[config.mk]
export PLATFORM = sky130hd
export DESIGN_NAME = trinomial_evaluator
export DESIGN_NICKNAME = d
export VERILOG_FILES = /design/src/source/mac_types_pkg.sv /design/src/source/mac_ctrl_pkg.sv /design/src/source/mac_control_unit.sv /design/src/source/mac_unit.sv /design/src/source/trinomial_evaluator.sv
export SDC_FILE = /design/constraint.sdc
export NUM_CORES = 1
export LEC_CHECK = 0
export BUFFER_PORTS_ARGS = -buffer_cell sky130_fd_sc_hd__buf_4
export CAP_MARGIN = 20
export CELL_PAD_IN_SITES_DETAIL_PLACEMENT = 1
export CELL_PAD_IN_SITES_GLOBAL_PLACEMENT = 2
export CORE_MARGIN = 3
export CORE_UTILIZATION = 35
export DETAILED_ROUTE_END_ITERATION = 10
export GPL_TIMING_DRIVEN = 0
export MAX_ROUTING_LAYER = met4
export PLACE_DENSITY_LB_ADDON = 0.1
export REMOVE_ABC_BUFFERS = 1
export SYNTH_ARGS = -nofsm -noshare
export SYNTH_HDL_FRONTEND = slang
export SYNTH_SLANG_ARGS = --single-unit
[constraint.sdc]
create_clock -name clk -period 5.7 [get_ports clk]
set_input_delay 0 -clock clk [delete_from_list [all_inputs] [get_ports clk]]
set_output_delay 0 -clock clk [all_outputs]
set_load 0.02 [all_outputs]
[src/source/mac_types_pkg.sv]
package mac_types_pkg;

	//////////////////////////////
	// Widths
	//////////////////////////////

	localparam int OPERAND_WIDTH = 8;
	localparam int RESULT_WIDTH = 17;  // Low bits of the trinomial value

	//////////////////////////////
	// Data types
	//////////////////////////////

	typedef logic [OPERAND_WIDTH-1:0] operand_t;  // One coefficient or argument
	typedef logic [RESULT_WIDTH-1:0] result_t;    // Accumulator and final result

	typedef enum logic {
		MODE_UNSIGNED = 1'b0,
		MODE_SIGNED   = 1'b1  // Two's complement operands
	} arith_mode_t;

	// One complete request, taken in a single beat
	typedef struct packed {
		operand_t a;
		operand_t b;
		operand_t c;
		operand_t x;
		arith_mode_t mode;
	} poly_request_t;

endpackage

[src/source/mac_ctrl_pkg.sv]
package mac_ctrl_pkg;

	//////////////////////////////
	// Sequencer
	//////////////////////////////

	typedef enum logic [1:0] {
		IDLE           = 2'b00,
		MUL_WITH_INPUT = 2'b01,  // a*x + b
		MUL_WITH_ACC   = 2'b10,  // acc*x + c
		OUTPUT_FINAL   = 2'b11
	} seq_state_t;

	//////////////////////////////
	// Datapath command
	//////////////////////////////

	typedef enum logic {
		MUL_SRC_COEFF = 1'b0,  // Latched coefficient a
		MUL_SRC_ACC   = 1'b1   // Accumulator feedback
	} mul_src_t;

	// One multiply-accumulate step
	typedef struct packed {
		logic enable;
		mul_src_t mul_src;
		mac_types_pkg::operand_t coeff;
		mac_types_pkg::operand_t x;
		mac_types_pkg::operand_t addend;
		mac_types_pkg::arith_mode_t mode;
	} mac_cmd_t;

endpackage

[src/source/mac_control_unit.sv]
`timescale 1ns/10ps

module mac_control_unit (
	input logic clk,
	input logic reset,
	input logic req_valid,
	input mac_types_pkg::poly_request_t req,
	output logic busy,
	output mac_ctrl_pkg::mac_cmd_t cmd,
	input mac_types_pkg::result_t acc,
	output logic result_valid,
	output mac_types_pkg::result_t result
);

	mac_ctrl_pkg::seq_state_t state;
	mac_ctrl_pkg::seq_state_t state_next;
	mac_types_pkg::poly_request_t req_q;
	mac_ctrl_pkg::mac_cmd_t cmd_next;
	logic accept;

	//////////////////////////////
	// Command builders
	//////////////////////////////

	// First Horner step, a*x + b
	function automatic mac_ctrl_pkg::mac_cmd_t coeff_step(
		input mac_types_pkg::poly_request_t r
	);
		mac_ctrl_pkg::mac_cmd_t c;
		c.enable = 1'b1;
		c.mul_src = mac_ctrl_pkg::MUL_SRC_COEFF;
		c.coeff = r.a;
		c.x = r.x;
		c.addend = r.b;
		c.mode = r.mode;
		return c;
	endfunction

	// Second Horner step, acc*x + c
	function automatic mac_ctrl_pkg::mac_cmd_t acc_step(
		input mac_types_pkg::poly_request_t r
	);
		mac_ctrl_pkg::mac_cmd_t c;
		c.enable = 1'b1;
		c.mul_src = mac_ctrl_pkg::MUL_SRC_ACC;
		c.coeff = '0;  // Not used with accumulator feedback
		c.x = r.x;
		c.addend = r.c;
		c.mode = r.mode;
		return c;
	endfunction

	//////////////////////////////
	// Handshake
	//////////////////////////////

	assign accept = req_valid && (state == mac_ctrl_pkg::IDLE);
	assign busy = (state != mac_ctrl_pkg::IDLE);

	// Request held for both datapath steps
	always_ff @(posedge clk) begin
		if (accept) begin
			req_q <= req;
		end
	end

	//////////////////////////////
	// Sequencer
	//////////////////////////////

	always_comb begin
		state_next = state;
		case (state)
			mac_ctrl_pkg::IDLE: begin
				if (accept) begin
					state_next = mac_ctrl_pkg::MUL_WITH_INPUT;
				end
			end
			mac_ctrl_pkg::MUL_WITH_INPUT: begin
				state_next = mac_ctrl_pkg::MUL_WITH_ACC;
			end
			mac_ctrl_pkg::MUL_WITH_ACC: begin
				state_next = mac_ctrl_pkg::OUTPUT_FINAL;
			end
			mac_ctrl_pkg::OUTPUT_FINAL: begin
				state_next = mac_ctrl_pkg::IDLE;
			end
			default: begin
				state_next = mac_ctrl_pkg::IDLE;
			end
		endcase
	end

	always_comb begin
		cmd_next = '0;  // Idle datapath holds acc
		case (state)
			mac_ctrl_pkg::MUL_WITH_INPUT: begin
				cmd_next = coeff_step(req_q);
			end
			mac_ctrl_pkg::MUL_WITH_ACC: begin
				cmd_next = acc_step(req_q);
			end
			default: begin
				cmd_next = '0;
			end
		endcase
	end

	always_ff @(posedge clk or posedge reset) begin
		if (reset) begin
			state <= mac_ctrl_pkg::IDLE;
			cmd <= '0;
			result_valid <= 1'b0;
		end else begin
			state <= state_next;
			cmd <= cmd_next;  // Datapath sees it one cycle later
			result_valid <= (state == mac_ctrl_pkg::OUTPUT_FINAL);  // Final acc lands here too
		end
	end

	//////////////////////////////
	// Result
	//////////////////////////////

	assign result = result_valid ? acc : '0;

endmodule

[src/source/mac_unit.sv]
`timescale 1ns/10ps

module mac_unit (
	input logic clk,
	input logic reset,
	input mac_ctrl_pkg::mac_cmd_t cmd,
	output mac_types_pkg::result_t acc
);

	localparam int EXT_WIDTH = mac_types_pkg::RESULT_WIDTH - mac_types_pkg::OPERAND_WIDTH;
	localparam int SIGN_BIT = mac_types_pkg::OPERAND_WIDTH - 1;

	mac_types_pkg::result_t coeff_ext;
	mac_types_pkg::result_t x_ext;
	mac_types_pkg::result_t addend_ext;
	mac_types_pkg::result_t multiplicand;
	mac_types_pkg::result_t product;
	mac_types_pkg::result_t acc_next;

	//////////////////////////////
	// Operand extension
	//////////////////////////////

	// Widen an 8-bit operand to accumulator width
	function automatic mac_types_pkg::result_t extend(
		input mac_types_pkg::operand_t value,
		input mac_types_pkg::arith_mode_t mode
	);
		logic fill;
		if (mode == mac_types_pkg::MODE_SIGNED) begin
			fill = value[SIGN_BIT];
		end else begin
			fill = 1'b0;
		end
		return {{EXT_WIDTH{fill}}, value};
	endfunction

	assign coeff_ext = extend(cmd.coeff, cmd.mode);
	assign x_ext = extend(cmd.x, cmd.mode);
	assign addend_ext = extend(cmd.addend, cmd.mode);

	//////////////////////////////
	// Multiply and add
	//////////////////////////////

	always_comb begin
		if (cmd.mul_src == mac_ctrl_pkg::MUL_SRC_ACC) begin
			multiplicand = acc;  // Horner feedback
		end else begin
			multiplicand = coeff_ext;
		end
	end

	// Both sides at 17 bits, so the product wraps modulo 2^17
	assign product = multiplicand * x_ext;
	assign acc_next = product + addend_ext;

	//////////////////////////////
	// Accumulator
	//////////////////////////////

	always_ff @(posedge clk or posedge reset) begin
		if (reset) begin
			acc <= '0;
		end else if (cmd.enable) begin
			acc <= acc_next;
		end
	end

endmodule

[src/source/trinomial_evaluator.sv]
`timescale 1ns/10ps

module trinomial_evaluator (
	input logic clk,
	input logic reset,
	input logic req_valid,
	input mac_types_pkg::poly_request_t req,
	output logic busy,
	output logic result_valid,
	output mac_types_pkg::result_t result
);

	mac_ctrl_pkg::mac_cmd_t cmd;  // Sequencer to datapath
	mac_types_pkg::result_t acc;  // Datapath back to sequencer

	mac_control_unit control_unit (
		.clk(clk),
		.reset(reset),
		.req_valid(req_valid),
		.req(req),
		.busy(busy),
		.cmd(cmd),
		.acc(acc),
		.result_valid(result_valid),
		.result(result)
	);

	mac_unit datapath (
		.clk(clk),
		.reset(reset),
		.cmd(cmd),
		.acc(acc)
	);

endmodule

== Yosys cells after proc, flatten, opt, wreduce, memory -nomap -nowiden ==
Cells that the tools add are included.
Word-level totals
  input bits: 36
  word-level logic and storage cells: 31
  register bits after elaboration: 80
  output and inout bits: 19
Cells by class
  eq/ne operators: 4
  $add $sub $neg: 1
  multiplexer cells: 8
  reduce and logical (&&, ||, !) cells: 3
  multipliers: 1
Operators with widths (count)
  27-bit case mux with 2 select lines: 1
  17-bit two-way mux: 2
  17-bit adder: 1
  17-bit by 9-bit multiplier with 17-bit output: 1
  2-bit case mux with 4 select lines: 1
  2-bit == test (second input constant): 2
  1-bit two-way mux: 3
  2-bit by 1-bit == test with 1-bit output (second input constant): 1
  2-bit zero test: 1
  2-bit two-way mux: 1
  2-bit by 1-bit != test with 1-bit output (second input constant): 1
  2-bit nonzero test: 1
  1-bit logical AND: 1

== Logic depth before layout (Yosys ltp) ==
  depth in word-level cells: 4
  mapped depth: 23
  gate-level depth less buffers: 20

== Hierarchy ==
From an unflattened synthesis, not the netlist that was laid out.
Unflattened totals
  cell total of the unflattened synthesis: 663
  area, all modules: 6977.9 µm²
Modules (own cells, without submodules)
  mac_unit: instances 1, area each 4732.0 µm², cells each 529
  mac_control_unit: instances 1, area each 2245.9 µm², cells each 134

== Worst setup path after synthesis ==
No wires, ideal clock.
  path kind: register to register
  from: reg control_unit.cmd[25] (netlist name)
  to: reg datapath.acc[16]
  cell stages (with the launch flop): 22
  library setup time: 0.123 ns
  path slack: 0.226 ns
  required time: 5.577 ns
  arrival time: 5.352 ns
  cell sequence: dfrtp_1 buf_4 clkbuf_1 mux2_2 and2_1 fa_1 inv_1 fa_1 inv_1 fa_1 fa_1 inv_1 fa_1 inv_1 ha_1 o21ai_1 a21boi_1 nand3_1 nand2b_1 a221oi_4 xnor2_1 a21oi_1
Between the ends
  longest elaborated chain between the ends: 3
RTL lines
  17-bit two-way mux: RTL line mac_unit.sv:47  | if (cmd.mul_src == mac_ctrl_pkg::MUL_SRC_ACC) begin
  17-bit by 9-bit multiplier with 17-bit output: RTL line mac_unit.sv:55  | assign product = multiplicand * x_ext;
  17-bit adder: RTL line mac_unit.sv:56  | assign acc_next = product + addend_ext;
  end signal: assignment: RTL line mac_unit.sv:66  | acc <= acc_next;
  end: declaration: RTL line mac_unit.sv:7  | output mac_types_pkg::result_t acc
Every way passes these cells.
A chain may end at the register's enable or synchronous reset.

== Worst setup path in the final report ==
  from: reg control_unit.cmd[25] (netlist name)
  to: reg datapath.acc[15]
Between the ends
  longest elaborated chain between the ends: 3
RTL lines (RTL line)
  17-bit two-way mux: mac_unit.sv:47
  17-bit by 9-bit multiplier with 17-bit output: mac_unit.sv:55
  17-bit adder: mac_unit.sv:56
Every way passes these cells.

==> results.sh <==
export IMPL_syn_inst=661
export IMPL_antenna_found_initial=0
export IMPL_path_clk_slew_ns=0.07
export IMPL_num_rows=50
export IMPL_detail_route_wl_per_cell_um=17.9
export IMPL_cts_buffer_depth=2
export IMPL_fmax_mhz=180
export IMPL_worst_slew_pin_slew_ns=0.978
export IMPL_grtUsageTotal=0.184
export IMPL_fin_cells=1022
export IMPL_cp_start_kind="flop"
export IMPL_vias_per_cell=4.70
export IMPL_clk_latency_ns=0.33
export IMPL_period_share=0.973
export IMPL_hold_viol=0
export IMPL_htree_levels=3
export IMPL_areaGrowthSynthToFinish_pct=24.3
export IMPL_required_ns=5.96
export IMPL_die_w_um=147
export IMPL_diodes=0
export IMPL_ys_warn_count=0
export IMPL_r2r_slack_ns=0.15
export IMPL_r2r_worst_path_cells=20
export IMPL_critPathCapture="datapath.acc[15]"
export IMPL_ys_seq_elements=80
export IMPL_dieArea_um2=21500
export IMPL_initial_utilization=0.363
export IMPL_cts_buffers_inserted=9
export IMPL_cts_sinks=80
export IMPL_synth_cell_types=43
export IMPL_io_pins=55
export IMPL_core_area_um2=19100
export IMPL_place_port_buffers=54
export IMPL_arrival_ns=5.81
export IMPL_final_util=0.451
export IMPL_r2r_start="control_unit.cmd[25]"
export IMPL_drt_wl_total_um=18300
export IMPL_dp_hpwl_um=13900
export IMPL_period_minus_slack_ns=5.55
export IMPL_cts_root_buf="clkbuf_16"
export IMPL_route_vias_total=4808
export IMPL_place_congestion=0.792
export IMPL_clock_skew_ns=0.00933
export IMPL_critPathMaxFanout=6
export IMPL_num_fill_cells=2045
export IMPL_cts_tree="yes"
export IMPL_power_density_nw_per_um2=419
export IMPL_maxCapViolations=0
export IMPL_slew_violations=0
export IMPL_syn_avg_cell_area_um2=10.5
export IMPL_nNetsFinal=930
export IMPL_rsz0062_at_grt="true"
export IMPL_overflow=0
export IMPL_die_y_um=147
export IMPL_min_path_type="input pin to async pin"
export IMPL_path_class="flop to flop"
export IMPL_dp_cells=955
export IMPL_drc=0
export IMPL_grt_pass1_wl_um=30500
export IMPL_status="finished, final reports clean"
export IMPL_drtPass1Iterations=6
export IMPL_grt_max_degree=43
export IMPL_vdd_drop_max_uv=346
export IMPL_r2r_end="datapath.acc[15]"
export IMPL_first_iter_violations=122
export IMPL_synthesis_area_um2=6930
export IMPL_synth_seq_area_share=0.313
export IMPL_tns_ns=0
export IMPL_power_leakage_nw=4.13
export IMPL_grt_pass1_vias=5572
export IMPL_slew_headroom=0.348
export IMPL_end_kind="flop"
export IMPL_drive_gt1_frac=0.181
export IMPL_drt_antenna_violating_nets=0
export IMPL_cp_startpoint="control_unit.cmd[25]"
export IMPL_finalSetupViolations=0
[flip-flops by register name, indices dropped and copies added (netlist names)]
register and flops:
control_unit.req_q 33, control_unit.cmd 27, datapath.acc 17, control_unit.state 2
control_unit.result_valid 1
[stage by stage]
stage                     total power [mW]  hold WS (ns)  setup WS (ns)  cell area [um2]
final                                 3.61         0.120          0.153             8610
after global routing                  3.94         0.133        -0.0518             8610
after CTS                             3.53         0.105        -0.0371             8390
after detailed placement              2.81       -0.0849          -1.11             7610
after global placement                2.73         0.179          -1.04             7560
after floorplan                       2.15        0.0989          0.209             6830
[worst max-delay path, cell delays in order, from the launching register on]
cell and delay [ns]:
dfrtp_4 0.54, buf_12 0.16, mux2_4 0.34, and2_4 0.17, fa_1 0.54, inv_2 0.04, fa_1 0.52, inv_2 0.04
fa_1 0.47, fa_1 0.57, inv_2 0.05, fa_1 0.52, inv_2 0.05, ha_4 0.27, o21ai_4 0.07, a21boi_4 0.19
nand3_2 0.09, buf_4 0.16, o21a_1 0.18, or4_1 0.40, nand4_1 0.09
[cell type report]
class / count / area [um2] / area share
multi-input cells: 431 / 4350 / 0.505
flip-flops and latches: 80 / 2170 / 0.252
repair buffers: 107 / 948 / 0.110
inverters: 128 / 485 / 0.0564
well taps: 260 / 325 / 0.0378
clock buffers: 10 / 250 / 0.0290
clock inverters: 6 / 78.8 / 0.00915
[routing by layer]
metal	share of wire	track usage	vias up
met1	0.48	0.262	2495
met5	0	-	-
li1	-	-	2256
met3	0.015	0.0191	9
met2	0.50	0.296	48
met4	0.0063	0.0230	0
[power by group]
| part | internal [mW] | leakage (nW) | switching, mW |
|---|---|---|---|
| registers | 0.789 | 0.921 | 0.304 |
| logic | 0.863 | 3.05 | 1.04 |
| clock network | 0.376 | 0.163 | 0.245 |
[cell usage after synthesis]
library cell    n  area [um2]
inv_1         127         477
fa_1           87        1740
nand2_1        74         278
and2_1         50         313
ha_1           50         626
dfrtp_1        47        1180
edfxtp_1       33         991
mux2_2         19         214
nor2_1         18        67.6
a21oi_1        17        85.1
clkbuf_1       17        63.8
xnor2_1        17         149
nor2b_1        14        87.6
o21ai_0        13        65.1
and3_1          9        56.3
a22oi_1         8        60.1
nand2b_1        6        37.5
o21a_1          6        45.0
nand3_1         5        25.0
o2111ai_1       4        35.0
xor2_1          4        35.0
a21o_1          3        22.5
o211ai_1        3        22.5
o21bai_1        3        22.5
a21boi_1        2        15.0
and2_2          2        15.0
buf_2           2        10.0
nand4_1         2        12.5
nor3_1          2        10.0
o21ai_1         2        10.0
or2_2           2        12.5
xnor3_1         2        45.0
a2111o_1        1        11.3
a221oi_4        1        26.3
a32o_1          1        10.0
buf_1           1        3.75
buf_4           1        7.51
clkbuf_8        1        13.8
inv_2           1        3.75
mux2i_1         1        10.0
nor3b_1         1        7.51
or3_1           1        6.26
or4_1           1        7.51
[cells in the final DEF, fill, tap and decap left out, types with 5 or more instances in the layout]
master / n
o21a_1: 5
nand2_1: 73
ha_1: 47
mux2_4: 6
inv_2: 5
nor2b_1: 14
dlygate4sd3_1: 35
nor2_1: 18
a22oi_1: 8
inv_1: 122
edfxtp_1: 33
nand2b_1: 5
dfrtp_1: 44
o21ai_0: 10
and3_1: 9
a21oi_1: 16
mux2_2: 13
fa_1: 87
xnor2_1: 17
buf_4: 68
clkbuf_16: 10
and2_1: 47
[cell families (layout without fill, tap and decap cells)]
family | count (synthesis) | in the layout | synth area share
AND/OR/NAND/NOR | 187 | 187 | 0.135
flip-flops | 80 | 80 | 0.313
adder cells (fa/ha/maj) | 137 | 137 | 0.341
XOR/XNOR | 23 | 23 | 0.0330
buffers and inverters | 150 | 251 | 0.0836
AO/OA/AOI/OAI | 64 | 64 | 0.0621
multiplexers | 20 | 20 | 0.0323
[worst min-delay path by stage]
stage | depth (start not counted) | endpoint
global route | 3 | control_unit.state[1]
detailed placement | 2 | control_unit.state[1]
CTS | 3 | control_unit.state[1]
global placement | 1 | control_unit.req_q[24]
floorplan | 0 | control_unit.req_q[0]
finish | 3 | control_unit.state[1]
[repair_timing]
action | CTS | global route
setup endpoints to repair | 8 | 6
setup buffers | 3 | 13
gates resized for setup | 18 | 29
pin swaps | 2 | 13
hold buffers | 35 | 0
endpoints found under the hold margin | 81 | 0
(Power assumes the default switching activity.)
